===== config.mk =====
export PLATFORM = sky130hd
export DESIGN_NAME = cache_ctrl
export DESIGN_NICKNAME = d
export VERILOG_FILES = /design/src/hdl/cache_pkg.sv /design/src/hdl/cache_ctrl.sv
export VERILOG_INCLUDE_DIRS = /design/src /design/src/hdl
export SDC_FILE = /design/constraint.sdc
export NUM_CORES = 1
export LEC_CHECK = 0
export BUFFER_PORTS_ARGS = -buffer_cell sky130_fd_sc_hd__buf_2
export CORE_AREA = 3 3 210 212
export CTS_CLUSTER_DIAMETER = 30
export DETAILED_ROUTE_END_ITERATION = 10
export DIE_AREA = 0 0 213 215
export PLACE_DENSITY = 0.31
export SETUP_SLACK_MARGIN = 0.3
export SYNTH_ARGS = -nofsm -noshare
export SYNTH_HDL_FRONTEND = slang
export SYNTH_SLANG_ARGS = --single-unit

===== constraint.sdc =====
create_clock -name clk -period 3.3 [get_ports clk]
set_clock_uncertainty 0.2 [all_clocks]
set_input_delay 0.33 -clock clk [delete_from_list [all_inputs] [get_ports clk]]
set_output_delay 0.33 -clock clk [all_outputs]
set_load 0.02 [all_outputs]

===== src/hdl/cache_cfg.svh =====
`ifndef CACHE_CFG_SVH
`define CACHE_CFG_SVH

// address split into tag | index | byte offset in line
`define CACHE_TAG_W      20
`define CACHE_INDEX_W    8
`define CACHE_OFFSET_W   4

// geometry
`define CACHE_SETS       256
`define CACHE_BANKS      4
`define CACHE_WORD_W     32
`define CACHE_LINE_W     128

`define CACHE_LFSR_SEED  1   // any nonzero value works

`endif


===== src/hdl/cache_pkg.sv =====
`include "cache_cfg.svh"

package cache_pkg;

    // one-hot main FSM state
    typedef enum logic [4:0] {
        ST_IDLE    = 5'b00001,
        ST_LOOKUP  = 5'b00010,
        ST_MISS    = 5'b00100,
        ST_REPLACE = 5'b01000,
        ST_REFILL  = 5'b10000
    } cache_state_t;

    // request address as a raw word or as its fields
    typedef union packed {
        logic [31:0] word;
        struct packed {
            logic [`CACHE_TAG_W-1:0]   tag;
            logic [`CACHE_INDEX_W-1:0] index;
            logic [1:0]                bank;      // word within line
            logic [1:0]                byte_sel;
        } f;
    } cache_addr_u;

endpackage


===== src/hdl/cache_ctrl.sv =====
`include "cache_cfg.svh"

module cache_ctrl (
    input  logic                                                clk,
    input  logic                                                resetn,
    input  logic                                                valid,
    input  logic                                                req_op,
    input  cache_pkg::cache_addr_u                              req_addr,
    input  logic [`CACHE_WORD_W/8-1:0]                          req_wstrb,
    input  logic [`CACHE_WORD_W-1:0]                            req_wdata,
    input  logic [1:0][`CACHE_TAG_W-1:0]                        way_tag,
    input  logic [1:0]                                          way_valid,
    input  logic [1:0][`CACHE_BANKS-1:0][`CACHE_WORD_W-1:0]     way_bank,
    input  logic                                                ret_valid,
    input  logic                                                ret_last,
    input  logic [`CACHE_WORD_W-1:0]                            ret_data,
    input  logic                                                rd_rdy,
    input  logic                                                wr_rdy,
    input  logic [1:0]                                          beat,
    input  logic [`CACHE_WORD_W-1:0]                            miss_word,
    output cache_pkg::cache_state_t                             state,
    output logic                                                accept,
    output logic                                                addr_ok,
    output logic                                                data_ok,
    output logic [`CACHE_WORD_W-1:0]                            rdata,
    output logic [1:0][`CACHE_BANKS-1:0][`CACHE_WORD_W/8-1:0]   bank_we,
    output logic [1:0]                                          tagv_we,
    output logic [1:0]                                          dirty_we,
    output logic                                                dirty_val,
    output logic [`CACHE_WORD_W-1:0]                            wword,
    output logic                                                victim
);
    import cache_pkg::*;

    cache_state_t              next_state;
    logic [1:0]                hit;
    logic                      cache_hit;
    logic                      last_beat;
    logic [7:0]                lfsr;
    logic [`CACHE_WORD_W-1:0]  strb_mask;

    assign hit[0]    = way_valid[0] && (way_tag[0] == req_addr.f.tag);
    assign hit[1]    = way_valid[1] && (way_tag[1] == req_addr.f.tag);
    assign cache_hit = |hit;
    assign last_beat = (state == ST_REFILL) && ret_valid && ret_last;

    always_ff @(posedge clk) begin
        if (!resetn)
            state <= ST_IDLE;
        else
            state <= next_state;
    end

    always_comb begin
        next_state = state;
        case (state)
            ST_IDLE:
                if (valid)
                    next_state = ST_LOOKUP;
            ST_LOOKUP:
                next_state = cache_hit ? ST_IDLE : ST_MISS;
            ST_MISS:
                if (wr_rdy)        // write-back slot free
                    next_state = ST_REPLACE;
            ST_REPLACE:
                if (rd_rdy)
                    next_state = ST_REFILL;
            ST_REFILL:
                if (ret_valid && ret_last)
                    next_state = ST_IDLE;
            default:
                next_state = ST_IDLE;
        endcase
    end

    assign addr_ok = (state == ST_IDLE);
    assign accept  = addr_ok && valid;
    assign data_ok = ((state == ST_LOOKUP) && cache_hit) || last_beat;

    always_comb begin
        if (state == ST_LOOKUP)
            rdata = hit[1] ? way_bank[1][req_addr.f.bank] : way_bank[0][req_addr.f.bank];
        else if (req_addr.f.bank == 2'd3)
            rdata = ret_data;    // bank 3 arrives with the last beat and is not captured yet
        else
            rdata = miss_word;
    end

    always_comb begin
        for (int k = 0; k < `CACHE_WORD_W/8; k++)
            strb_mask[k*8 +: 8] = {8{req_wstrb[k]}};
    end

    // store bytes over the returned beat; on a hit only strobed bytes are written
    assign wword = ((state == ST_REFILL) && !(req_op && (beat == req_addr.f.bank)))
                 ? ret_data
                 : (strb_mask & req_wdata) | (~strb_mask & ret_data);

    always_comb begin
        bank_we  = '0;
        tagv_we  = '0;
        dirty_we = '0;
        for (int w = 0; w < 2; w++) begin
            if ((state == ST_LOOKUP) && req_op && hit[w]) begin
                bank_we[w][req_addr.f.bank] = req_wstrb;
                dirty_we[w]                 = 1'b1;
            end
            if ((state == ST_REFILL) && ret_valid && (victim == w[0])) begin
                bank_we[w][beat] = '1;
                tagv_we[w]       = ret_last;
                dirty_we[w]      = ret_last;
            end
        end
    end

    assign dirty_val = req_op;   // store leaves the line dirty

    // x^8 + x^6 + x^5 + x^4 + 1
    always_ff @(posedge clk) begin
        if (!resetn)
            lfsr <= 8'(`CACHE_LFSR_SEED);
        else if (last_beat)
            lfsr <= {lfsr[6:0], lfsr[7] ^ lfsr[5] ^ lfsr[4] ^ lfsr[3]};
    end

    assign victim = lfsr[0];

    a_one_way_hit: assert property (@(posedge clk) disable iff (!resetn)
        (state == ST_LOOKUP) |-> !(hit[0] && hit[1]));

    a_idle_no_data: assert property (@(posedge clk) disable iff (!resetn)
        (state == ST_IDLE) |-> !data_ok);

    a_state_onehot: assert property (@(posedge clk) disable iff (!resetn)
        $onehot(state));

endmodule


==> results.json <==
{
  "arrival_ns": 2.36,
  "synth_edf_count": 0,
  "dp_cells": 1521,
  "pwr-share-comb": 0.713,
  "track_usage": 0.141,
  "clkTransAtPathRegs_ns": 0.05,
  "cts_sinks": 13,
  "viasPerCell": 4.03,
  "min_to": "state[1]$_SDFFE_PN0P_",
  "fp.dieW_um": 213,
  "drc": 0,
  "num_io_pins": 550,
  "cts_tree": "built",
  "critPathLaunchType": "flip-flop",
  "cellInternalPower_uw": 828,
  "ant_nets": 0,
  "numCtsBuffers": 3,
  "ys_seq_elements": 13,
  "cts_hold_buf": 0,
  "drv_cap": 0,
  "whs_ns": 0.149,
  "r2r_slack_ns": 1.24,
  "power.switching_uw": 569,
  "clockBufferDepth": 2,
  "num_rows": 75,
  "antenna_found_initial": 12,
  "layout_commonest_cell": "buf_2",
  "syn_nets": 898,
  "ys.flop_type": "dfxtp_1",
  "drt_pass1_iterations": 4,
  "final_cell_mix": "535 x buf_2, 64 x mux4_2, 64 x mux2_2, 48 x nand2_1, 37 x mux2i_1",
  "ctsRootBufferMaster": "clkbuf_16",
  "finalPower_uw": 1400,
  "clock_power_share": 0.166,
  "die_height_um": 215,
  "seqPwrFrac": 0.121,
  "hold_viol_final": 0,
  "reg2reg_depth": 6,
  "hold_path_depth": 2,
  "finalSetupViolations": 0,
  "syn_inst": 458,
  "drt_wl_total_um": 34300,
  "crit_fanout": 8,
  "max-vdd-ir-drop_mv": 0.130,
  "grt_max_degree": 37,
  "initial_core_util": 0.107,
  "syn_area_per_cell_um2": 9.88,
  "tightest_slew_ns": 0.513,
  "cp-end-kind": "output port",
  "hpwl_um": 30000,
  "fin_util": 0.193,
  "period_needed_ns": 2.89,
  "power_density_nw_per_um2": 172,
  "numPortBuffers": 539,
  "worstReg2RegStart": "state[2]$_SDFFE_PN0P_",
  "tns_ns": 0,
  "rr_endpoint": "state[0]$_SDFFE_PN1P_",
  "required_ns": 2.77,
  "grt_overflow_total": 0,
  "design.core.area_um2": 42100,
  "drive_gt1_frac": 0.743,
  "ys_seq_area_frac": 0.0575,
  "hold_class": "input port to flip-flop",
  "status": "finished, final reports clean",
  "vias": 6172,
  "period_share": 0.877,
  "min_from": "valid",
  "max-slew-margin-rel": 0.657,
  "htree_num_levels": 1,
  "max_freq_mhz": 346,
  "nets": 1430,
  "fin_cells": 1533,
  "gp_congestion": 0.847,
  "clk_latency_ns": 0.24,
  "slew_viol_final": 0,
  "grt_pass1_wl_um": 47300,
  "critical_path_class": "flip-flop to output port",
  "ys_warn_count": 0,
  "synthesis.area_um2": 4520,
  "grt_setup_unrepaired": "yes",
  "swShare": 0.408,
  "synthArstFlopShare": 0,
  "p_leak_uw": 0.00415,
  "die_area_um2": 45800,
  "wl_per_cell_um": 22.4,
  "grt_pass1_vias": 6684,
  "ys_types": 43,
  "drtIter0Drc": 190,
  "syn2layout_area_growth_pct": 79.7
}
how the worst max path moves through the flow:
stage,startpoint,to,slack [ns]
4_1_cts,req_addr[25],bank_we[21],0.32
6_report,state[2]$_SDFFE_PN0P_,bank_we[17],0.41
3_5_place_dp,req_addr[25],rdata[31],0.22
2_1_floorplan,state[2]$_SDFFE_PN0P_,bank_we[20],0.59
3_3_place_gp,req_addr[16],rdata[31],0.20
5_1_grt,req_addr[20],bank_we[21],0.29
cell usage after synthesis (3+ instances only):
| cell type | n | area share |
|---|---|---|
| nand4_1 | 11 | 0.015 |
| xor2_1 | 12 | 0.023 |
| o21ai_0 | 34 | 0.038 |
| clkbuf_1 | 17 | 0.014 |
| buf_1 | 3 | 0.0025 |
| nand3b_1 | 3 | 0.0050 |
| buf_2 | 15 | 0.017 |
| nand3_1 | 7 | 0.0077 |
| inv_1 | 4 | 0.0033 |
| dfxtp_1 | 13 | 0.058 |
| nor3b_1 | 5 | 0.0083 |
| nor4_1 | 6 | 0.0083 |
| o31ai_1 | 13 | 0.022 |
| mux2_2 | 64 | 0.16 |
| a41o_1 | 4 | 0.0089 |
| nor2b_1 | 9 | 0.012 |
| a31o_2 | 13 | 0.025 |
| mux2i_1 | 38 | 0.084 |
| mux4_2 | 64 | 0.32 |
| nor3_1 | 3 | 0.0033 |
| nand2_1 | 50 | 0.041 |
| nor2_1 | 7 | 0.0058 |
| xnor2_1 | 34 | 0.066 |
layer usage:
metal  up-vias  GRT usage  wire [um]
met1      2977      0.172      13800
met3        20     0.0263       2250
met2       282      0.263      17900
met5         -          0         26
li1       2889          -          -
met4         4     0.0151        336
critical path, cell delays in order, from the launching register on:
cell	delay, ns
dfxtp_1	0.37
or3_4	0.46
or3b_4	0.47
or2_4	0.30
o41ai_2	0.31
buf_4	0.20
state kept, by name (all words and copies together), names as in the netlist:
signal	count
lfsr	8
state	5
power by group through the flow:
stage          clock, uW  combinational [uW]  sequential [uW]
2_1_floorplan          0                 498              170
6_report             232                 996              169
5_1_grt              248                1080              170
3_3_place_gp           0                 996              168
3_5_place_dp           0                 998              168
4_1_cts              242                1010              169
through the flow:
stage,worst slack [ns],area (um^2)
detailed placement,0.224,7920
CTS,0.325,8030
finish,0.406,8130
global route,0.294,8120
floorplan,0.587,4520
global placement,0.204,7920
final cells by class:
type	instances	area, um^2
Timing Repair Buffer	565	2930
Sequential cell	13	260
Antenna cell	5	12.5
Tap cell	539	674
Multi-Input combinational cell	403	4160
Clock buffer	3	75.1
Inverter	4	15.0
Clock inverter	1	5.00
Fill cell	4854	34000
what timing repair did:
item	4_1_cts	5_1_grt
gates resized for setup	2	18
setup endpoints to repair	15	55
setup buffers	2	0
gates cloned	1	0
pin swaps	2	2
endpoints found under the hold margin	0	0
cells by family after synthesis:
kind of cell    after synthesis  synth area share
flops                        13            0.0575
buf+inv                      43            0.0448
mux                         166             0.562
xor+xnor                     46            0.0891
simple gates                116             0.133
compound gates               74             0.114
No activity file was read; power rests on OpenSTA's default activity.
