==> src/hdl/cache_cfg.svh <==
`ifndef CACHE_CFG_SVH
`define CACHE_CFG_SVH

// address split into tag | index | byte offset in line
`define CACHE_TAG_W      20
`define CACHE_INDEX_W    8
`define CACHE_OFFSET_W   4

// geometry
`define CACHE_SETS       256
`define CACHE_BANKS      4
`define CACHE_WORD_W     32
`define CACHE_LINE_W     128

`define CACHE_LFSR_SEED  1   // any nonzero value works

`endif

==> src/hdl/cache_pkg.sv <==
`include "cache_cfg.svh"

package cache_pkg;

    // one-hot main FSM state
    typedef enum logic [4:0] {
        ST_IDLE    = 5'b00001,
        ST_LOOKUP  = 5'b00010,
        ST_MISS    = 5'b00100,
        ST_REPLACE = 5'b01000,
        ST_REFILL  = 5'b10000
    } cache_state_t;

    // request address as a raw word or as its fields
    typedef union packed {
        logic [31:0] word;
        struct packed {
            logic [`CACHE_TAG_W-1:0]   tag;
            logic [`CACHE_INDEX_W-1:0] index;
            logic [1:0]                bank;      // word within line
            logic [1:0]                byte_sel;
        } f;
    } cache_addr_u;

endpackage

==> src/hdl/req_buffer.sv <==
`include "cache_cfg.svh"

module req_buffer (
    input  logic                        clk,
    input  logic                        resetn,
    input  logic                        valid,
    input  logic                        op,
    input  logic [31:0]                 addr,
    input  logic [`CACHE_WORD_W/8-1:0]  wstrb,
    input  logic [`CACHE_WORD_W-1:0]    wdata,
    input  logic                        accept,
    input  cache_pkg::cache_state_t     state,
    output logic                        req_op,
    output cache_pkg::cache_addr_u      req_addr,
    output logic [`CACHE_WORD_W/8-1:0]  req_wstrb,
    output logic [`CACHE_WORD_W-1:0]    req_wdata,
    output logic [`CACHE_INDEX_W-1:0]   index
);
    import cache_pkg::*;

    cache_addr_u in_addr;

    assign in_addr.word = addr;

    always_ff @(posedge clk) begin
        if (!resetn) begin
            req_op    <= 1'b0;
            req_addr  <= '0;
            req_wstrb <= '0;
            req_wdata <= '0;
        end else if (accept) begin
            req_op    <= op;
            req_addr  <= in_addr;
            req_wstrb <= wstrb;
            req_wdata <= wdata;
        end
    end

    // arrays read one cycle late, so idle looks at the incoming index
    assign index = (state == ST_IDLE) ? in_addr.f.index : req_addr.f.index;

endmodule

==> config.mk <==
export PLATFORM = sky130hd
export DESIGN_NAME = req_buffer
export DESIGN_NICKNAME = d
export VERILOG_FILES = /design/src/hdl/cache_pkg.sv /design/src/hdl/req_buffer.sv
export VERILOG_INCLUDE_DIRS = /design/src /design/src/hdl
export SDC_FILE = /design/constraint.sdc
export NUM_CORES = 1
export LEC_CHECK = 0
export ABC_AREA = 1
export BUFFER_PORTS_ARGS = -buffer_cell sky130_fd_sc_hd__buf_2
export CORE_UTILIZATION = 40
export CTS_CLUSTER_DIAMETER = 200
export CTS_CLUSTER_SIZE = 16
export DETAILED_ROUTE_END_ITERATION = 10
export GPL_ROUTABILITY_DRIVEN = 0
export GPL_TIMING_DRIVEN = 0
export HOLD_SLACK_MARGIN = 0.03
export PLACE_DENSITY_LB_ADDON = 0.25
export SETUP_SLACK_MARGIN = 0.2
export SLEW_MARGIN = 20
export SYNTH_ARGS = -nofsm -noshare
export SYNTH_HDL_FRONTEND = slang
export SYNTH_SLANG_ARGS = --single-unit
export TNS_END_PERCENT = 20
==> constraint.sdc <==
create_clock -name clk -period 0.9 [get_ports clk]
set_clock_uncertainty 0.1 [all_clocks]
set_input_delay 0.045 -clock clk [delete_from_list [all_inputs] [get_ports clk]]
set_output_delay 0.045 -clock clk [all_outputs]
set_load 0.02 [all_outputs]
==> impl_metrics.json, run 1 <==
{
  "syn-instance-count": 327,
  "ir_worst_vdd_mv": 1.108,
  "vias": 2948,
  "critPathSlowestCell": "dfxtp_2",
  "slowest_delay_ns": 0.35,
  "holdWs_ns": -0.1704,
  "die-area_sq_um": 6624,
  "ff2ff_path_depth": 4,
  "arrival_ns": 0.95,
  "p_seq_share_pct": 45.5,
  "status": "finished, violations left",
  "overflow": 0,
  "ys_warn_count": 0,
  "pwr-share-clk_pct": 32.7,
  "rsz0062_at_grt": "true",
  "p_sw_share_pct": 27.91,
  "power.leakage_nw": 2.139,
  "slew_headroom_pct": 69.41,
  "slew_viol_final": 0,
  "ant_nets": 0,
  "dp_cells": 553,
  "viasPerCell": 4.873,
  "core_area_sq_um": 5991,
  "avgSynthCellArea_sq_um": 7.710,
  "crit_required_ns": 0.75,
  "layout_common_cells": "nor2_1 (126), buf_2 (82), buf_6 (74)",
  "hold_violations": 56,
  "synth_cell_types": 14,
  "post-route-period-util_pct": 121.6,
  "ys_ff_latch": 69,
  "startpoint": "req_addr[9]$_SDFFE_PN0P_",
  "cts.sinks": 69,
  "post_drt_wl_per_cell_microns": 13.88,
  "fmax_mhz": 913.6,
  "synth_nets": 405,
  "numCtsBuffers": 9,
  "crit_path_end_kind": "output port",
  "startpoint_type": "flip-flop",
  "path_clk_slew_ns": 0.07,
  "yosys.area_share.simple_pct": 26.60,
  "regToRegEndpoint": "req_addr[9]$_SDFFE_PN0P_",
  "synth-compound-area-share_pct": 13.70,
  "row_count": 28,
  "synth_area_sq_um": 2521,
  "pwr-share-comb_pct": 21.7,
  "track_usage_pct": 24.22,
  "htreeDepth": 3,
  "min_period_ns": 1.095,
  "grt_antenna_before_repair": 0,
  "synth_top_family_by_area": "simple AND/OR/NAND/NOR gates",
  "final_nets": 603,
  "clk_latency_ns": 0.33,
  "intPower_mw": 5.491,
  "synth_fa_ha_area_share_pct": 0,
  "worst_pin_slew_ns": 0.4588,
  "area_delta_synth_final_pct": 80.20,
  "violations": "hold timing, setup timing",
  "crit_fanout": 3,
  "hold_path_depth": 3,
  "antenna_cells": 0,
  "wirelength_mm": 8.398,
  "cts_tree": "done",
  "setup_ws_ns": -0.1945,
  "initial_utilization_pct": 42.08,
  "r2r_start": "req_addr[9]$_SDFFE_PN0P_",
  "critPathKind": "reg -> out",
  "fillers": 408,
  "die_w_microns": 81.39,
  "drt_pass1_iterations": 4,
  "grt_pass1_wl_mm": 12.09,
  "rrSetupSlack_ns": -0.04,
  "crit_path_cell_trace": "nand2_1, nand2_2, buf_6",
  "grt_pass1_vias": 2713,
  "synth_seq_area_share_pct": 54.79,
  "cts_buffer_depth": 2,
  "hp-start": "wdata[1]",
  "synth_xor_area_share_pct": 0,
  "drv_cap": 0,
  "drt-initial-drc-count": 88,
  "layoutNonFillerInstCount": 605,
  "hp-class": "in -> reg",
  "cts-root-buf": "clkbuf_8",
  "synth_mux_area_share_pct": 0,
  "switching_power_mw": 2.126,
  "utilization_pct": 75.84,
  "top_level_ports": 155,
  "grt_max_degree": 12,
  "drc": 0,
  "place_hpwl_mm": 4.758,
  "final_common_cell": "nor2_1",
  "finalSetupViolations": 79,
  "powerDensity_nw_per_um2": 1676,
  "numPortBuffers": 151,
  "die_y_microns": 81.39,
  "min_to": "req_wdata[1]$_SDFFE_PN0P_",
  "drive_above_1_share_pct": 53.40
}
[power by group through the flow]
stage | clock, mW | sequential [mW] | combinational (mW)
after detailed placement | 0 | 3.44 | 1.20
after CTS | 2.52 | 3.46 | 1.58
final | 2.49 | 3.47 | 1.65
after global routing | 2.66 | 3.49 | 1.78
after floorplan | 0 | 3.70 | 0.441
after global placement | 0 | 3.43 | 1.19
[sequential cells by signal, indices dropped and copies added, names as in the netlist]
| signal | flops |
|---|---|
| req_op | 1 |
| req_addr | 32 |
| req_wdata | 32 |
| req_wstrb | 4 |
[through the flow]
step,power [mW],setup TNS [ns],setup slack [ns],area (sq um)
6_report,7.616,-4.000,-0.1945,4543
3_3_place_gp,4.625,-0.5649,-0.07696,3431
3_5_place_dp,4.644,-0.5532,-0.07676,3431
5_1_grt,7.928,-6.575,-0.2401,4543
4_1_cts,7.565,-4.256,-0.1729,4461
2_1_floorplan,4.145,0,0.1374,2581
[worst max-delay path, delay by kind of cell (launching register included)]
kind / cells / cell delay (ns)
flops: 1 / 0.35
buf+inv: 1 / 0.11
simple gates: 2 / 0.15
[cell type report]
type                       count  area [sq um]  area share [%]
buffer                        21         117.6           2.589
clock buffer                  12         145.1           3.195
clock inverter                 4         47.55           1.047
inverter                       3         15.01          0.3305
multi-input combinational    234          1086           23.91
sequential                    69          1470           32.36
tap                           75         93.84           2.066
timing repair buffer         187          1568           34.51
[worst max path at each step]
stage                     cells after the start  slack, ns                         to
after CTS                                     3      -0.17                   index[4]
final                                         3      -0.19                   index[5]
after floorplan                               2       0.14  req_wstrb[3]$_SDFFE_PN0P_
after global placement                        6      -0.08                   index[7]
after global routing                          3      -0.24                   index[5]
after detailed placement                      6      -0.08                   index[4]
[cells in the mapped netlist]
cell,count,area [sq um]
buf_2,7,35.03
buf_6,3,33.78
clkbuf_1,11,41.29
clkinv_1,1,3.750
dfxtp_1,69,1381
inv_1,1,3.750
inv_4,1,6.260
nand2_1,16,60.06
nand3_1,1,5.000
nand4_1,8,50.05
nor2_1,128,480.5
nor2_2,12,75.07
o21ai_0,68,340.3
o21ai_1,1,5.000
[timing repair]
item	CTS	global route
endpoints found under the hold margin	69	57
buffers inserted	3	3
endpoints found under the setup margin	127	146
resized for setup	212	13
hold buffers	27	3
pin swaps	5	11
[per-layer routing]
metal	routed length [microns]	part of all wire [%]	track usage, %
met1	3325	40	25.81
met2	4227	50	42.67
met4	246	2.9	11.43
met5	0	0	0
met3	599	7.1	8.090
[cell families (layout without fill, tap and decap cells)]
| family | Yosys count | after routing |
|---|---|---|
| flip-flops | 69 | 69 |
| AND/OR/NAND/NOR | 165 | 165 |
| buffers and inverters | 24 | 227 |
| AO/OA/AOI/OAI | 69 | 69 |
Power figures use the tool's default switching activity.
==> run 2: changes to the inputs <==
--- a/config.mk
+++ b/config.mk
@@ -6,9 +6,8 @@
 export SDC_FILE = /design/constraint.sdc
 export NUM_CORES = 1
 export LEC_CHECK = 0
-export ABC_AREA = 1
 export BUFFER_PORTS_ARGS = -buffer_cell sky130_fd_sc_hd__buf_2
-export CORE_UTILIZATION = 40
+export CORE_UTILIZATION = 43
 export CTS_CLUSTER_DIAMETER = 200
 export CTS_CLUSTER_SIZE = 16
 export DETAILED_ROUTE_END_ITERATION = 10
==> run 2 against run 1 <==
Effect of this change:
- the flow still finishes with violations (hold timing, setup timing)
- power is 9.6% lower
- via count is 25% lower
- sequential share of layout area is 1.1 points higher
- utilization is 2.7 points lower
- die area is 0.64% lower
- count of clock-buffer cells in the layout is 1 lower
- setup slack worse by 0.15 ns
- critical path depth is 1 lower
- sequential cell count stayed put
==> impl_metrics.json, run 2 <==
{
  "synth_cell_types": 9,
  "layoutNonFillerInstCount": 477,
  "startpoint_type": "flip-flop",
  "slew_viol_final": 0,
  "synthArstFlopShare_pct": 0,
  "numPortBuffers": 151,
  "slowest_delay_ns": 0.34,
  "avgSynthCellArea_sq_um": 11.61,
  "crit_required_ns": 0.75,
  "top_regs": "req_addr: 32 flops, req_wdata: 32 flops, req_wstrb: 4 flops",
  "clk_latency_ns": 0.33,
  "drive_above_1_share_pct": 63.43,
  "slew_headroom_pct": 78.19,
  "synthTopCellsByCount": "dfxtp_1 (69), mux2i_1 (69), nor2b_1 (69)",
  "wirelength_mm": 6.678,
  "cp.buffers_inverters": 1,
  "die_w_microns": 81.13,
  "syn-instance-count": 232,
  "core_area_sq_um": 5991,
  "path_clk_slew_ns": 0.07,
  "status": "finished, violations left",
  "viasPerCell": 4.660,
  "drc": 0,
  "fmax_mhz": 806.3,
  "area_delta_synth_final_pct": 62.83,
  "power.leakage_nw": 2.109,
  "hp-class": "in -> reg",
  "drt_pass1_iterations": 4,
  "critPathKind": "reg -> out",
  "synth-main-ff-cell": "dfxtp_1",
  "synth_seq_area_share_pct": 51.30,
  "post-route-period-util_pct": 137.8,
  "initial_utilization_pct": 44.95,
  "hold_violations": 69,
  "ys_ff_latch": 69,
  "drt-initial-drc-count": 41,
  "row_count": 28,
  "cts.sinks": 69,
  "final_nets": 477,
  "die-area_sq_um": 6582,
  "synth_area_sq_um": 2693,
  "grt_antenna_before_repair": 0,
  "powerDensity_nw_per_um2": 1570,
  "crit_fanout": 3,
  "cts_buffer_depth": 2,
  "setup_ws_ns": -0.3403,
  "grt_pass1_vias": 2242,
  "synth_top_cell_by_area": "dfxtp_1",
  "antenna_cells": 0,
  "crit_path_cell_trace": "mux2_4, buf_6",
  "holdWs_ns": -0.1306,
  "worst_pin_slew_ns": 0.3272,
  "top_level_ports": 155,
  "arrival_ns": 1.10,
  "violations": "hold timing, setup timing",
  "ir_worst_vdd_mv": 1.043,
  "die_y_microns": 81.13,
  "finalSetupViolations": 77,
  "final_common_cell": "buf_6",
  "overflow": 0,
  "ant_nets": 0,
  "dp_cells": 458,
  "layout_common_cells": "buf_6 (83), buf_2 (77), mux2i_1 (69), nor2b_1 (69), dfxtp_2 (69)",
  "drv_cap": 0,
  "dp_slack_ns": -0.5412,
  "vias": 2223,
  "track_usage_pct": 20.67,
  "synth_top_area_share_pct": 51.30,
  "synth_nets": 310,
  "grt_pass1_wl_mm": 10.14,
  "critPathSlowestCell": "dfxtp_2",
  "ys_warn_count": 0,
  "htreeDepth": 3,
  "numCtsBuffers": 9,
  "place_hpwl_mm": 4.290,
  "min_period_ns": 1.240,
  "cts_tree": "done",
  "rsz0062_at_grt": "true",
  "synth.area.top_cells": "dfxtp_1 (51%), mux2i_1 (26%), nor2b_1 (16%)",
  "post_drt_wl_per_cell_microns": 14.00,
  "fillers": 435,
  "crit_path_end_kind": "output port",
  "grt_max_degree": 11,
  "synth-edff-count": 0,
  "cts-root-buf": "clkbuf_8",
  "path_delay_family": "flip-flops"
}
run 2: final timing paths:
path,from,to,slack (ns),depth (start not counted)
setup / recovery,req_addr[10]$_SDFFE_PN0P_,index[6],-0.34,2
hold / removal,wdata[25],req_wdata[25]$_SDFFE_PN0P_,-0.13,3
setup reg to reg,req_addr[15]$_SDFFE_PN0P_,req_addr[15]$_SDFFE_PN0P_,0.04,3
hold reg to reg,req_wstrb[0]$_SDFFE_PN0P_,req_wstrb[0]$_SDFFE_PN0P_,0.42,2
run 2: metal layers:
metal	GRT usage (%)	share of wire, %
met5	0	0
met4	10.36	2.4
met3	6.629	6.0
met2	35.63	50
met1	22.72	42
run 2: power by group:
group / internal [mW] / total [mW] / leakage, nW / switching, mW
logic: 0.798 / 1.44 / 1.44 / 0.642
clock network: 0.957 / 2.03 / 0.0788 / 1.08
registers: 3.28 / 3.41 / 0.594 / 0.133
run 2: logic make-up after synthesis:
| family | Yosys count | synth area share, % |
|---|---|---|
| multiplexers | 77 | 29.00 |
| flip-flops | 69 | 51.30 |
| AND/OR/NAND/NOR | 71 | 17.05 |
| buffers and inverters | 15 | 2.649 |
run 2: what timing repair did:
item	in CTS	in global routing
hold endpoints to repair	69	69
resized for setup	232	4
setup buffers	1	4
setup endpoints to repair	110	146
pin swaps	1	1
run 2: per-stage QoR:
step	power [mW]	instance area (sq um)	setup TNS (ns)	utilization (%)
floorplan	4.096	2729	-1.622	-
global placement	4.508	3578	-5.709	59.73
detailed placement	4.533	3578	-6.232	59.73
CTS	6.875	4337	-5.683	72.39
global route	7.202	4384	-7.406	73.18
finish	6.882	4384	-4.661	73.18
run 2: area by class of cell:
cell class              count  area [sq um]  share of cell area (%)
multi-input cells         148          1277                   29.14
flip-flops and latches     69          1468                   33.48
clock inverters             3         15.01                  0.3425
plain buffers              15         96.34                   2.197
repair buffers            156          1303                   29.71
clock buffers              11         131.4                   2.997
well taps                  75         93.84                   2.140
run 2: tightest hold or removal path, delay by kind of cell:
kind	cells	cell delay [ns]
simple gates	1	0.09
buf+inv	1	0.07
mux	1	0.06
