**src/hdl/cache_cfg.svh**
```systemverilog
`ifndef CACHE_CFG_SVH
`define CACHE_CFG_SVH

// address split into tag | index | byte offset in line
`define CACHE_TAG_W      20
`define CACHE_INDEX_W    8
`define CACHE_OFFSET_W   4

// geometry
`define CACHE_SETS       256
`define CACHE_BANKS      4
`define CACHE_WORD_W     32
`define CACHE_LINE_W     128

`define CACHE_LFSR_SEED  1   // any nonzero value works

`endif

```
**src/hdl/cache_pkg.sv**
```systemverilog
`include "cache_cfg.svh"

package cache_pkg;

    // one-hot main FSM state
    typedef enum logic [4:0] {
        ST_IDLE    = 5'b00001,
        ST_LOOKUP  = 5'b00010,
        ST_MISS    = 5'b00100,
        ST_REPLACE = 5'b01000,
        ST_REFILL  = 5'b10000
    } cache_state_t;

    // request address as a raw word or as its fields
    typedef union packed {
        logic [31:0] word;
        struct packed {
            logic [`CACHE_TAG_W-1:0]   tag;
            logic [`CACHE_INDEX_W-1:0] index;
            logic [1:0]                bank;      // word within line
            logic [1:0]                byte_sel;
        } f;
    } cache_addr_u;

endpackage

```
**src/hdl/refill_unit.sv**
```systemverilog
`include "cache_cfg.svh"

module refill_unit (
    input  logic                                            clk,
    input  logic                                            resetn,
    input  cache_pkg::cache_state_t                         state,
    input  logic                                            ret_valid,
    input  logic                                            ret_last,
    input  logic [`CACHE_WORD_W-1:0]                        ret_data,
    input  cache_pkg::cache_addr_u                          req_addr,
    input  logic                                            victim,
    input  logic [1:0][`CACHE_BANKS-1:0][`CACHE_WORD_W-1:0] way_bank,
    input  logic [1:0][`CACHE_TAG_W-1:0]                    way_tag,
    input  logic [1:0]                                      way_valid,
    input  logic [1:0]                                      way_dirty,
    output logic [1:0]                                      beat,
    output logic [`CACHE_WORD_W-1:0]                        miss_word,
    output logic                                            rd_req,
    output logic [31:0]                                     rd_addr,
    output logic                                            wr_req,
    output logic [31:0]                                     wr_addr,
    output logic [`CACHE_LINE_W-1:0]                        wr_data
);
    import cache_pkg::*;

    logic was_miss;
    logic first_replace;

    always_ff @(posedge clk) begin
        if (!resetn)
            beat <= '0;
        else if ((state == ST_REFILL) && ret_valid)
            beat <= ret_last ? 2'd0 : beat + 2'd1;
    end

    // hold the requested word for the final data_ok
    always_ff @(posedge clk) begin
        if ((state == ST_REFILL) && ret_valid && (beat == req_addr.f.bank))
            miss_word <= ret_data;
    end

    always_ff @(posedge clk) begin
        if (!resetn)
            was_miss <= 1'b0;
        else
            was_miss <= (state == ST_MISS);
    end

    assign first_replace = was_miss && (state == ST_REPLACE);

    assign rd_req  = (state == ST_REPLACE);
    assign rd_addr = {req_addr.f.tag, req_addr.f.index, {`CACHE_OFFSET_W{1'b0}}};

    // victim line is still on the bank outputs, refill has not touched it
    assign wr_req  = first_replace && way_valid[victim] && way_dirty[victim];
    assign wr_addr = {way_tag[victim], req_addr.f.index, {`CACHE_OFFSET_W{1'b0}}};
    assign wr_data = way_bank[victim];

    a_last_on_fourth: assert property (@(posedge clk) disable iff (!resetn)
        ((state == ST_REFILL) && ret_valid && ret_last) |-> (beat == 2'(`CACHE_BANKS-1)));

endmodule

```
**config.mk**
```make
export PLATFORM = sky130hd
export DESIGN_NAME = refill_unit
export DESIGN_NICKNAME = d
export VERILOG_FILES = /design/src/hdl/cache_pkg.sv /design/src/hdl/refill_unit.sv
export VERILOG_INCLUDE_DIRS = /design/src /design/src/hdl
export SDC_FILE = /design/constraint.sdc
export NUM_CORES = 1
export LEC_CHECK = 0
export BUFFER_PORTS_ARGS = -buffer_cell sky130_fd_sc_hd__buf_2
export CELL_PAD_IN_SITES_DETAIL_PLACEMENT = 2
export CELL_PAD_IN_SITES_GLOBAL_PLACEMENT = 2
export CORE_AREA = 2 2 234 236
export DETAILED_ROUTE_END_ITERATION = 10
export DIE_AREA = 0 0 236 238
export PLACE_DENSITY_LB_ADDON = 0.1
export SLEW_MARGIN = 30
export SYNTH_ARGS = -nofsm -noshare
export SYNTH_HDL_FRONTEND = slang
export SYNTH_SLANG_ARGS = --single-unit
export TNS_END_PERCENT = 1
```
**constraint.sdc**
```tcl
create_clock -name clk -period 5.35 [get_ports clk]
set_input_delay 0.535 -clock clk [delete_from_list [all_inputs] [get_ports clk]]
set_output_delay 0.535 -clock clk [all_outputs]
set_load 0.02 [all_outputs]
```
==> impl_metrics.toml, run 1 <==
[hold_path]
holdPathEnd = "miss_word[17]"
hold_class = "in2reg"
holdPathStages = 1
hp-start = "ret_data[17]"

[job]
cap_violations = 0

[drt]
drc = 0
drt-total-wl_um = 23300
ant_nets = 0
drt_iter0_drc = 58
wl_met1_um = 7810
dr.max_layer_used = "met5"
routedWlPerCell_um = 16.1
met3WireLength_um = 2380
num_vias = 4071
drt_first_pass_iters = 4
dr_wl_met2_um = 13000
viasPerCell = 2.82

[finish]
drive_gt1_frac = 0.717
antenna_cells = 0
final_cells = 1446
areaGrowthSynthToFinish_pct = 97.0
fin_util = 0.122
finalNetCount = 1123

[power]
power_leakage_nw = 3.16
power_density_mw_per_mm2 = 158
ir_drop_mv = 0.0784

[setup_path]
ff2ff_setup_slack_ps = 3880
end_kind = "output port"
slowest_delay_ps = 590
worstPathMaxFanout = 79
r2r-end = "miss_word[11]"
crit_required_ps = 4820
slowest_stage = "buf_6"
critical_path_class = "in2out"
crit-reg2reg-launch = "beat[1]"
crit_arrival_ps = 2270
timing.critical_path.cells = "buf_6, buf_12, mux2_1, buf_2"
reg2regPathDepth = 3
start_kind = "primary input"

[clock_network]
cts-hold-fix-buffers = 0
clock-sinks = 35
cts_resized = 0
clkTransAtPathRegs_ps = 60
numCtsBuffers = 5
cts_buffer_depth = 2
cts_tree = "built"
cts-root-buf = "clkbuf_16"
clk_latency_ps = 280
h-tree-depth = 2
postCtsSetupRepairBufs = 0

[yosys]
synth_top_area_frac = 0.501
yosysSeqAreaShare = 0.307
netlist_top_cells_area = "mux2_1, edfxtp_1, buf_4, buf_6, dfxtp_1"
synth_edf_count = 32
syn_area_mm2 = 0.00333
yosysMostFrequentCell = "mux2_1"
synth.avg_cell_area_um2 = 12.5
synthArstFlopShare = 0
synthDistinctLibCells = 22
synthTopCellsByCount = "mux2_1, buf_4, edfxtp_1, buf_6, buf_2"
yosys.area.top_type = "mux2_1"
ys_ff_latch = 35
yosysWarnings = 0
synthCells = 267
synth_flop_cell = "edfxtp_1"

[floorplanning]
start_util = 0.0622
fp.dieH_um = 238
io_pins = 602
core-area_mm2 = 0.0535
rows = 85
die_w_um = 236
dieArea_mm2 = 0.0562

[sta]
worst_pin_slew_ps = 837
finalMaxSlewViolations = 0
fin_skew_ps = 4.31
setup_viol = 0
hold_viol_final = 0
slew-limit-headroom = 0.442
rsz0062_at_grt = "false"
fin_ws_ps = 2540
post-route-min-period_ps = 2810
setup_tns_ps = 0
max_freq_mhz = 356
fin_crit_sh = 0.524
hold_ws_ps = 427

[outcome]
run_status = "completed"

[grt]
grt_max_degree = 80
grt_pass1_vias = 4406
grt_usage = 0.0768
antenna_found_initial = 3
grt_pass1_wl_um = 31600
grt.overflow.total = 0

[place]
io_buffer_count = 527
preCtsSetupSlack_ps = 2470
gp_congestion = 0.702
dp.cells = 1438
hpwl_um = 21000
-- cell type report --
cell class / count / area, um^2
clock buffers: 7 / 133
clock inverters: 1 / 5.00
fillers: 6377 / 46900
multi-input cells: 178 / 1850
flip-flops and latches: 35 / 1020
well taps: 696 / 871
repair buffers: 529 / 2670
-- flip-flops by register name, summed over array words and instances, names as in the netlist --
signal     count
beat           2
miss_word     32
was_miss       1
-- critical path: cells and delay by family --
kind / cells / cell delay (ps)
buf+inv: 3 / 1160
mux: 1 / 380
-- cell families (layout without fill, tap and decap cells) --
group	count (synthesis)	count (layout)	share of synthesized area
multiplexers	149	149	0.504
AO/OA/AOI/OAI	2	2	0.00414
AND/OR/NAND/NOR	17	17	0.0327
buffers and inverters	61	537	0.146
XOR/XNOR	2	2	0.00527
flip-flops	35	35	0.307
other	1	8	0.00113
-- report_power, final --
group | total, mW | switching [mW] | leakage [nW] | internal, mW
registers | 0.300 | 0.000272 | 0.312 | 0.299
clock network | 0.283 | 0.111 | 0.0679 | 0.172
logic | 0.451 | 0.247 | 2.78 | 0.204
total | 1.03 | 0.358 | 3.16 | 0.676
-- metrics by stage --
stage	power, mW	area, um^2
after detailed placement	0.769	6410
after global placement	0.767	6410
after global routing	1.10	6550
after floorplan	0.581	3350
final	1.03	6550
after CTS	1.06	6550
-- cell usage in the layout, fill, tap and decap left out, drive strengths merged --
cell and instances:
or3 1, mux2 148, nor2 2, and3 1, nand2 5, xor2 2
o21ai 1, o2bb2ai 1, mux2i 1, nand3b 1, and2 1, nand4bb 1
clkinv 1, edfxtp 32, and4bb 1, conb 8, dfxtp 3, nand3 1
buf 529, nor3b 1, nor3 2, clkbuf 7
-- metal layers --
metal  track usage  vias to the layer above
met2         0.154                      273
li1              -                     1890
met4       0.00579                        4
met3        0.0316                        9
met1        0.0755                     1895
met5             0                        -
-- worst max path at each step --
stage | start | endpoint | slack [ps]
global route | victim | wr_data[58] | 2390
global placement | victim | wr_data[57] | 2440
finish | victim | wr_data[57] | 2540
detailed placement | victim | wr_data[57] | 2470
floorplan | state[3] | miss_word[0] | 1730
CTS | victim | wr_data[57] | 2470
Note: power is estimated with default switching activity, not from simulation.
==> inputs of run 2 (changes only) <==
- CORE_AREA: 2 2 234 236 -> 2 2 235 237
- DIE_AREA: 0 0 236 238 -> 0 0 237 239
- clock period: 5.35 -> 2.3 ns (I/O delays scaled with it)
==> run 2 against run 1 <==
Compared with the run above:
- first-iteration DRC count decreased by 19%
- largest cell class unchanged
- critical path depth unchanged
- sequential power increased by 130%
- via count increased by 2.2%
==> impl_metrics.toml, run 2 (synthesized netlist as in run 1, its figures left out) <==
[outcome]
run_status = "completed"

[finish]
finalNetCount = 1130
fin_util = 0.123
drive_gt1_frac = 0.720
top_regs = "miss_word: 32 flops, beat: 2 flops, was_miss: 1 flops"
layout_commonest_cell = "buf_2"
regMostFlops = "miss_word"
areaGrowthSynthToFinish_pct = 101
final_cells = 1462
final_cell_mix = "buf_2, mux2_1, edfxtp_1"
largest_reg_flops = 32

[place]
gp_congestion = 0.687
preCtsSetupSlack_ps = 569
hpwl_um = 21000
io_buffer_count = 527
dp.cells = 1453

[grt]
grt_pass1_vias = 4497
grt_max_degree = 33
grt_pass1_wl_um = 31300
grt_usage = 0.0751
antenna_found_initial = 6
grt.overflow.total = 0

[clock_network]
cts_tree = "built"
clkTransAtPathRegs_ps = 60
cts_buffer_depth = 2
clock-sinks = 35
cts-root-buf = "clkbuf_16"
cts-hold-fix-buffers = 0
postCtsSetupRepairBufs = 0
h-tree-depth = 2
clk_latency_ps = 280
cts_resized = 0
numCtsBuffers = 5

[power]
power_leakage_nw = 3.21
ir_drop_mv = 0.180
power_density_mw_per_mm2 = 364

[floorplanning]
fp.dieH_um = 239
dieArea_mm2 = 0.0566
core-area_mm2 = 0.0543
start_util = 0.0612
io_pins = 602
rows = 86
die_w_um = 237

[drt]
drt_iter0_drc = 47
num_vias = 4160
met3WireLength_um = 2070
dr.max_layer_used = "met5"
wl_met1_um = 7410
dr_wl_met2_um = 13500
routedWlPerCell_um = 15.8
drt-total-wl_um = 23100
ant_nets = 0
drt_first_pass_iters = 3
drc = 0
viasPerCell = 2.85

[setup_path]
path_depth = 4
worstPathMaxFanout = 30
slowest_delay_ps = 380
crit_family = "buffers and inverters"
timing.critical_path.cells = "buf_6, buf_4, mux2_1, buf_2"
crit_required_ps = 2070
reg2regPathDepth = 3
slowest_stage = "mux2_1"
crit_arrival_ps = 1440
critical_path_class = "in2out"
start_kind = "primary input"
cp.buffers_inverters = 3
end_kind = "output port"

[sta]
fin_ws_ps = 634
fin_skew_ps = 7.71
setup_tns_ps = 0
finalMaxSlewViolations = 0
setup_viol = 0
hold_viol_final = 0
post-route-min-period_ps = 1670
fin_crit_sh = 0.724
rsz0062_at_grt = "false"
max_freq_mhz = 600

[hold_path]
hold_class = "in2reg"
holdPathStages = 1

[job]
cap_violations = 0
-- run 2: final timing paths --
check / slack [ps] / end / start
worst min-delay path: 120 / miss_word[2] / ret_data[2]
worst min register to register: 540 / beat[0] / beat[0]
worst max register to register: 1000 / miss_word[29] / beat[1]
worst max-delay path: 630 / wr_data[51] / victim
-- run 2: final cells by class --
type / count / area (um^2)
Fill cell: 6441 / 47700
Sequential cell: 35 / 1020
Multi-Input combinational cell: 178 / 1860
Tap cell: 704 / 881
Antenna cell: 1 / 2.50
Clock inverter: 3 / 15.0
Timing Repair Buffer: 536 / 2770
Clock buffer: 5 / 125
-- run 2: report_power, final --
| group | total [mW] | internal (mW) | switching, mW |
|---|---|---|---|
| Clock | 0.666 | 0.394 | 0.272 |
| Combinational | 1.07 | 0.490 | 0.579 |
| Sequential | 0.697 | 0.696 | 0.000669 |
-- run 2: through the flow --
stage | hold slack, ps | total power [mW] | instance area (um^2)
6_report | 119 | 2.43 | 6680
5_1_grt | 106 | 2.59 | 6670
4_1_cts | 111 | 2.50 | 6670
3_5_place_dp | 409 | 1.81 | 6530
3_3_place_gp | 407 | 1.81 | 6530
2_1_floorplan | 307 | 1.35 | 3360
-- run 2: metal layers --
metal,GRT usage,vias to the layer above
met5,0,-
met4,0.00690,8
met3,0.0251,20
met2,0.160,280
met1,0.0697,1944
li1,-,1908
-- run 2: worst reg2reg max path, cell delays in order, from the launching register on --
cell	delay, ps
dfxtp_1	330
xor2_1	190
nor3_4	210
buf_12	240
==> inputs of run 3 (changes only) <==
- clock period: 2.3 -> 1.5 ns (I/O delays scaled with it)
==> run 3 against run 2 <==
Compared with the run above:
- final cell count up 0.27%
- wire length shrank 3.9%
- core utilization barely moved
- combinational power rose by 52%
- sequential share of layout area is essentially flat
- first-iteration DRC count up 4.3%
- clock power grew 50%
- die area is the same
- global-route usage decreased by 0.21 points
- critical endpoint is now wr_data[80]
==> impl_metrics.toml, run 3 (synthesized netlist as in run 1, its figures left out) <==
[setup_path]
crit_required_ps = 1350
ff2ff_setup_slack_ps = 210
critical_path_class = "in2out"
reg2regPathDepth = 3
crit_arrival_ps = 1210
worstPathMaxFanout = 17
start_kind = "primary input"
timing.critical_path.cells = "buf_6, buf_4, mux2_1, buf_2"
r2r-end = "miss_word[6]"
crit-reg2reg-launch = "beat[1]"
slowest_stage = "mux2_1"
end_kind = "output port"
slowest_delay_ps = 360

[floorplanning]
dieArea_mm2 = 0.0566
start_util = 0.0612
die_w_um = 237
rows = 86
io_pins = 602
core-area_mm2 = 0.0543
fp.dieH_um = 239

[clock_network]
numCtsBuffers = 5
cts-hold-fix-buffers = 0
postCtsSetupRepairBufs = 0
cts_resized = 0
cts_buffer_depth = 2
cts_tree = "built"
clkTransAtPathRegs_ps = 60
h-tree-depth = 2
cts-root-buf = "clkbuf_16"
clk_latency_ps = 280
clock-sinks = 35

[place]
gp_congestion = 0.658
post_dp_cell_area_mm2 = 0.00656
hpwl_um = 20500
preCtsSetupSlack_ps = 47.4
io_buffer_count = 527

[job]
cap_violations = 0

[power]
ir_drop_mv = 0.329
power_leakage_nw = 3.23
power_density_mw_per_mm2 = 552

[sta]
fin_crit_sh = 0.909
fin_skew_ps = 3.19
fin_ws_ps = 136
setup_viol = 0
finalMaxSlewViolations = 0
rsz0062_at_grt = "false"
max_freq_mhz = 733
hold_viol_final = 0
setup_tns_ps = 0
post-route-min-period_ps = 1360

[hold_path]
holdPathStages = 1
hp-start = "ret_data[0]"
holdPathEnd = "miss_word[0]"
hold_class = "in2reg"

[grt]
grt_usage = 0.0730
grt_pass1_vias = 4683
grt_max_degree = 34
antenna_found_initial = 6
grt_pass1_wl_um = 30900
grt.overflow.total = 0

[finish]
areaGrowthSynthToFinish_pct = 102
final_cell_mix = "buf_2, mux2_1, edfxtp_1"
regMostFlops = "miss_word"
finalNetCount = 1133
stdcell_area_mm2 = 0.00670
top_regs = "miss_word: 32 flops, beat: 2 flops, was_miss: 1 flops"
largest_reg_flops = 32
layout_commonest_cell = "buf_2"
drive_gt1_frac = 0.726

[drt]
drt_iter0_drc = 49
routedWlPerCell_um = 15.2
ant_nets = 0
drt_first_pass_iters = 4
drt-total-wl_um = 22200
num_vias = 4163
drc = 0
viasPerCell = 2.84

[outcome]
run_status = "completed"
==> run 3: cell types whose count changed in the layout (fill, tap and decap cells not counted), sizes merged <==
cell | previous run | this run
clkbuf | 5 | 7
buf | 536 | 539
clkinvlp | 1 | 0
diode | 1 | 2
clkinv | 2 | 1
==> run 3: critical path: cells and delay by family <==
family	cells	cell delay [ps]
buffers and inverters	3	670
muxes	1	360
==> run 3: stage by stage <==
step / power (mW) / cells / hold WS, ps / util
2_1_floorplan: 2.07 / 274 / 227 / -
3_3_place_gp: 2.76 / 1456 / 300 / 0.121
3_5_place_dp: 2.76 / 1456 / 300 / 0.121
4_1_cts: 3.81 / 1464 / 38.1 / 0.123
5_1_grt: 3.95 / 1466 / 32.9 / 0.123
6_report: 3.70 / 1466 / 48.3 / 0.123
==> run 3: worst max-delay path by stage <==
stage | start | end | slack, ps
detailed placement | state[3] | miss_word[27] | 50
floorplan | beat[1] | miss_word[0] | -280
finish | victim | wr_data[80] | 140
global placement | state[3] | miss_word[7] | 60
CTS | victim | wr_data[80] | 90
global route | victim | wr_data[44] | 60
==> run 3: power by group <==
part	internal (mW)	switching, mW
Combinational	0.750	0.885
Clock	0.614	0.386
Sequential	1.07	0.000933
==> run 3: routing by layer <==
metal  wire [um]  GRT usage  vias to the layer above  share of wire
li1            -          -                     1913              -
met1        6710     0.0620                     1927           0.30
met2       13000      0.157                      299           0.59
met3        2320     0.0286                       16           0.10
met4         123     0.0125                        8         0.0055
met5          45          0                        -         0.0020
==> run 3: final cells by class <==
type,count,area [um^2]
diodes,2,5.00
clock buffers,7,133
clock inverters,1,5.00
fillers,6408,47600
multi-input cells,178,1870
flip-flops and latches,35,1030
well taps,704,881
repair buffers,539,2780
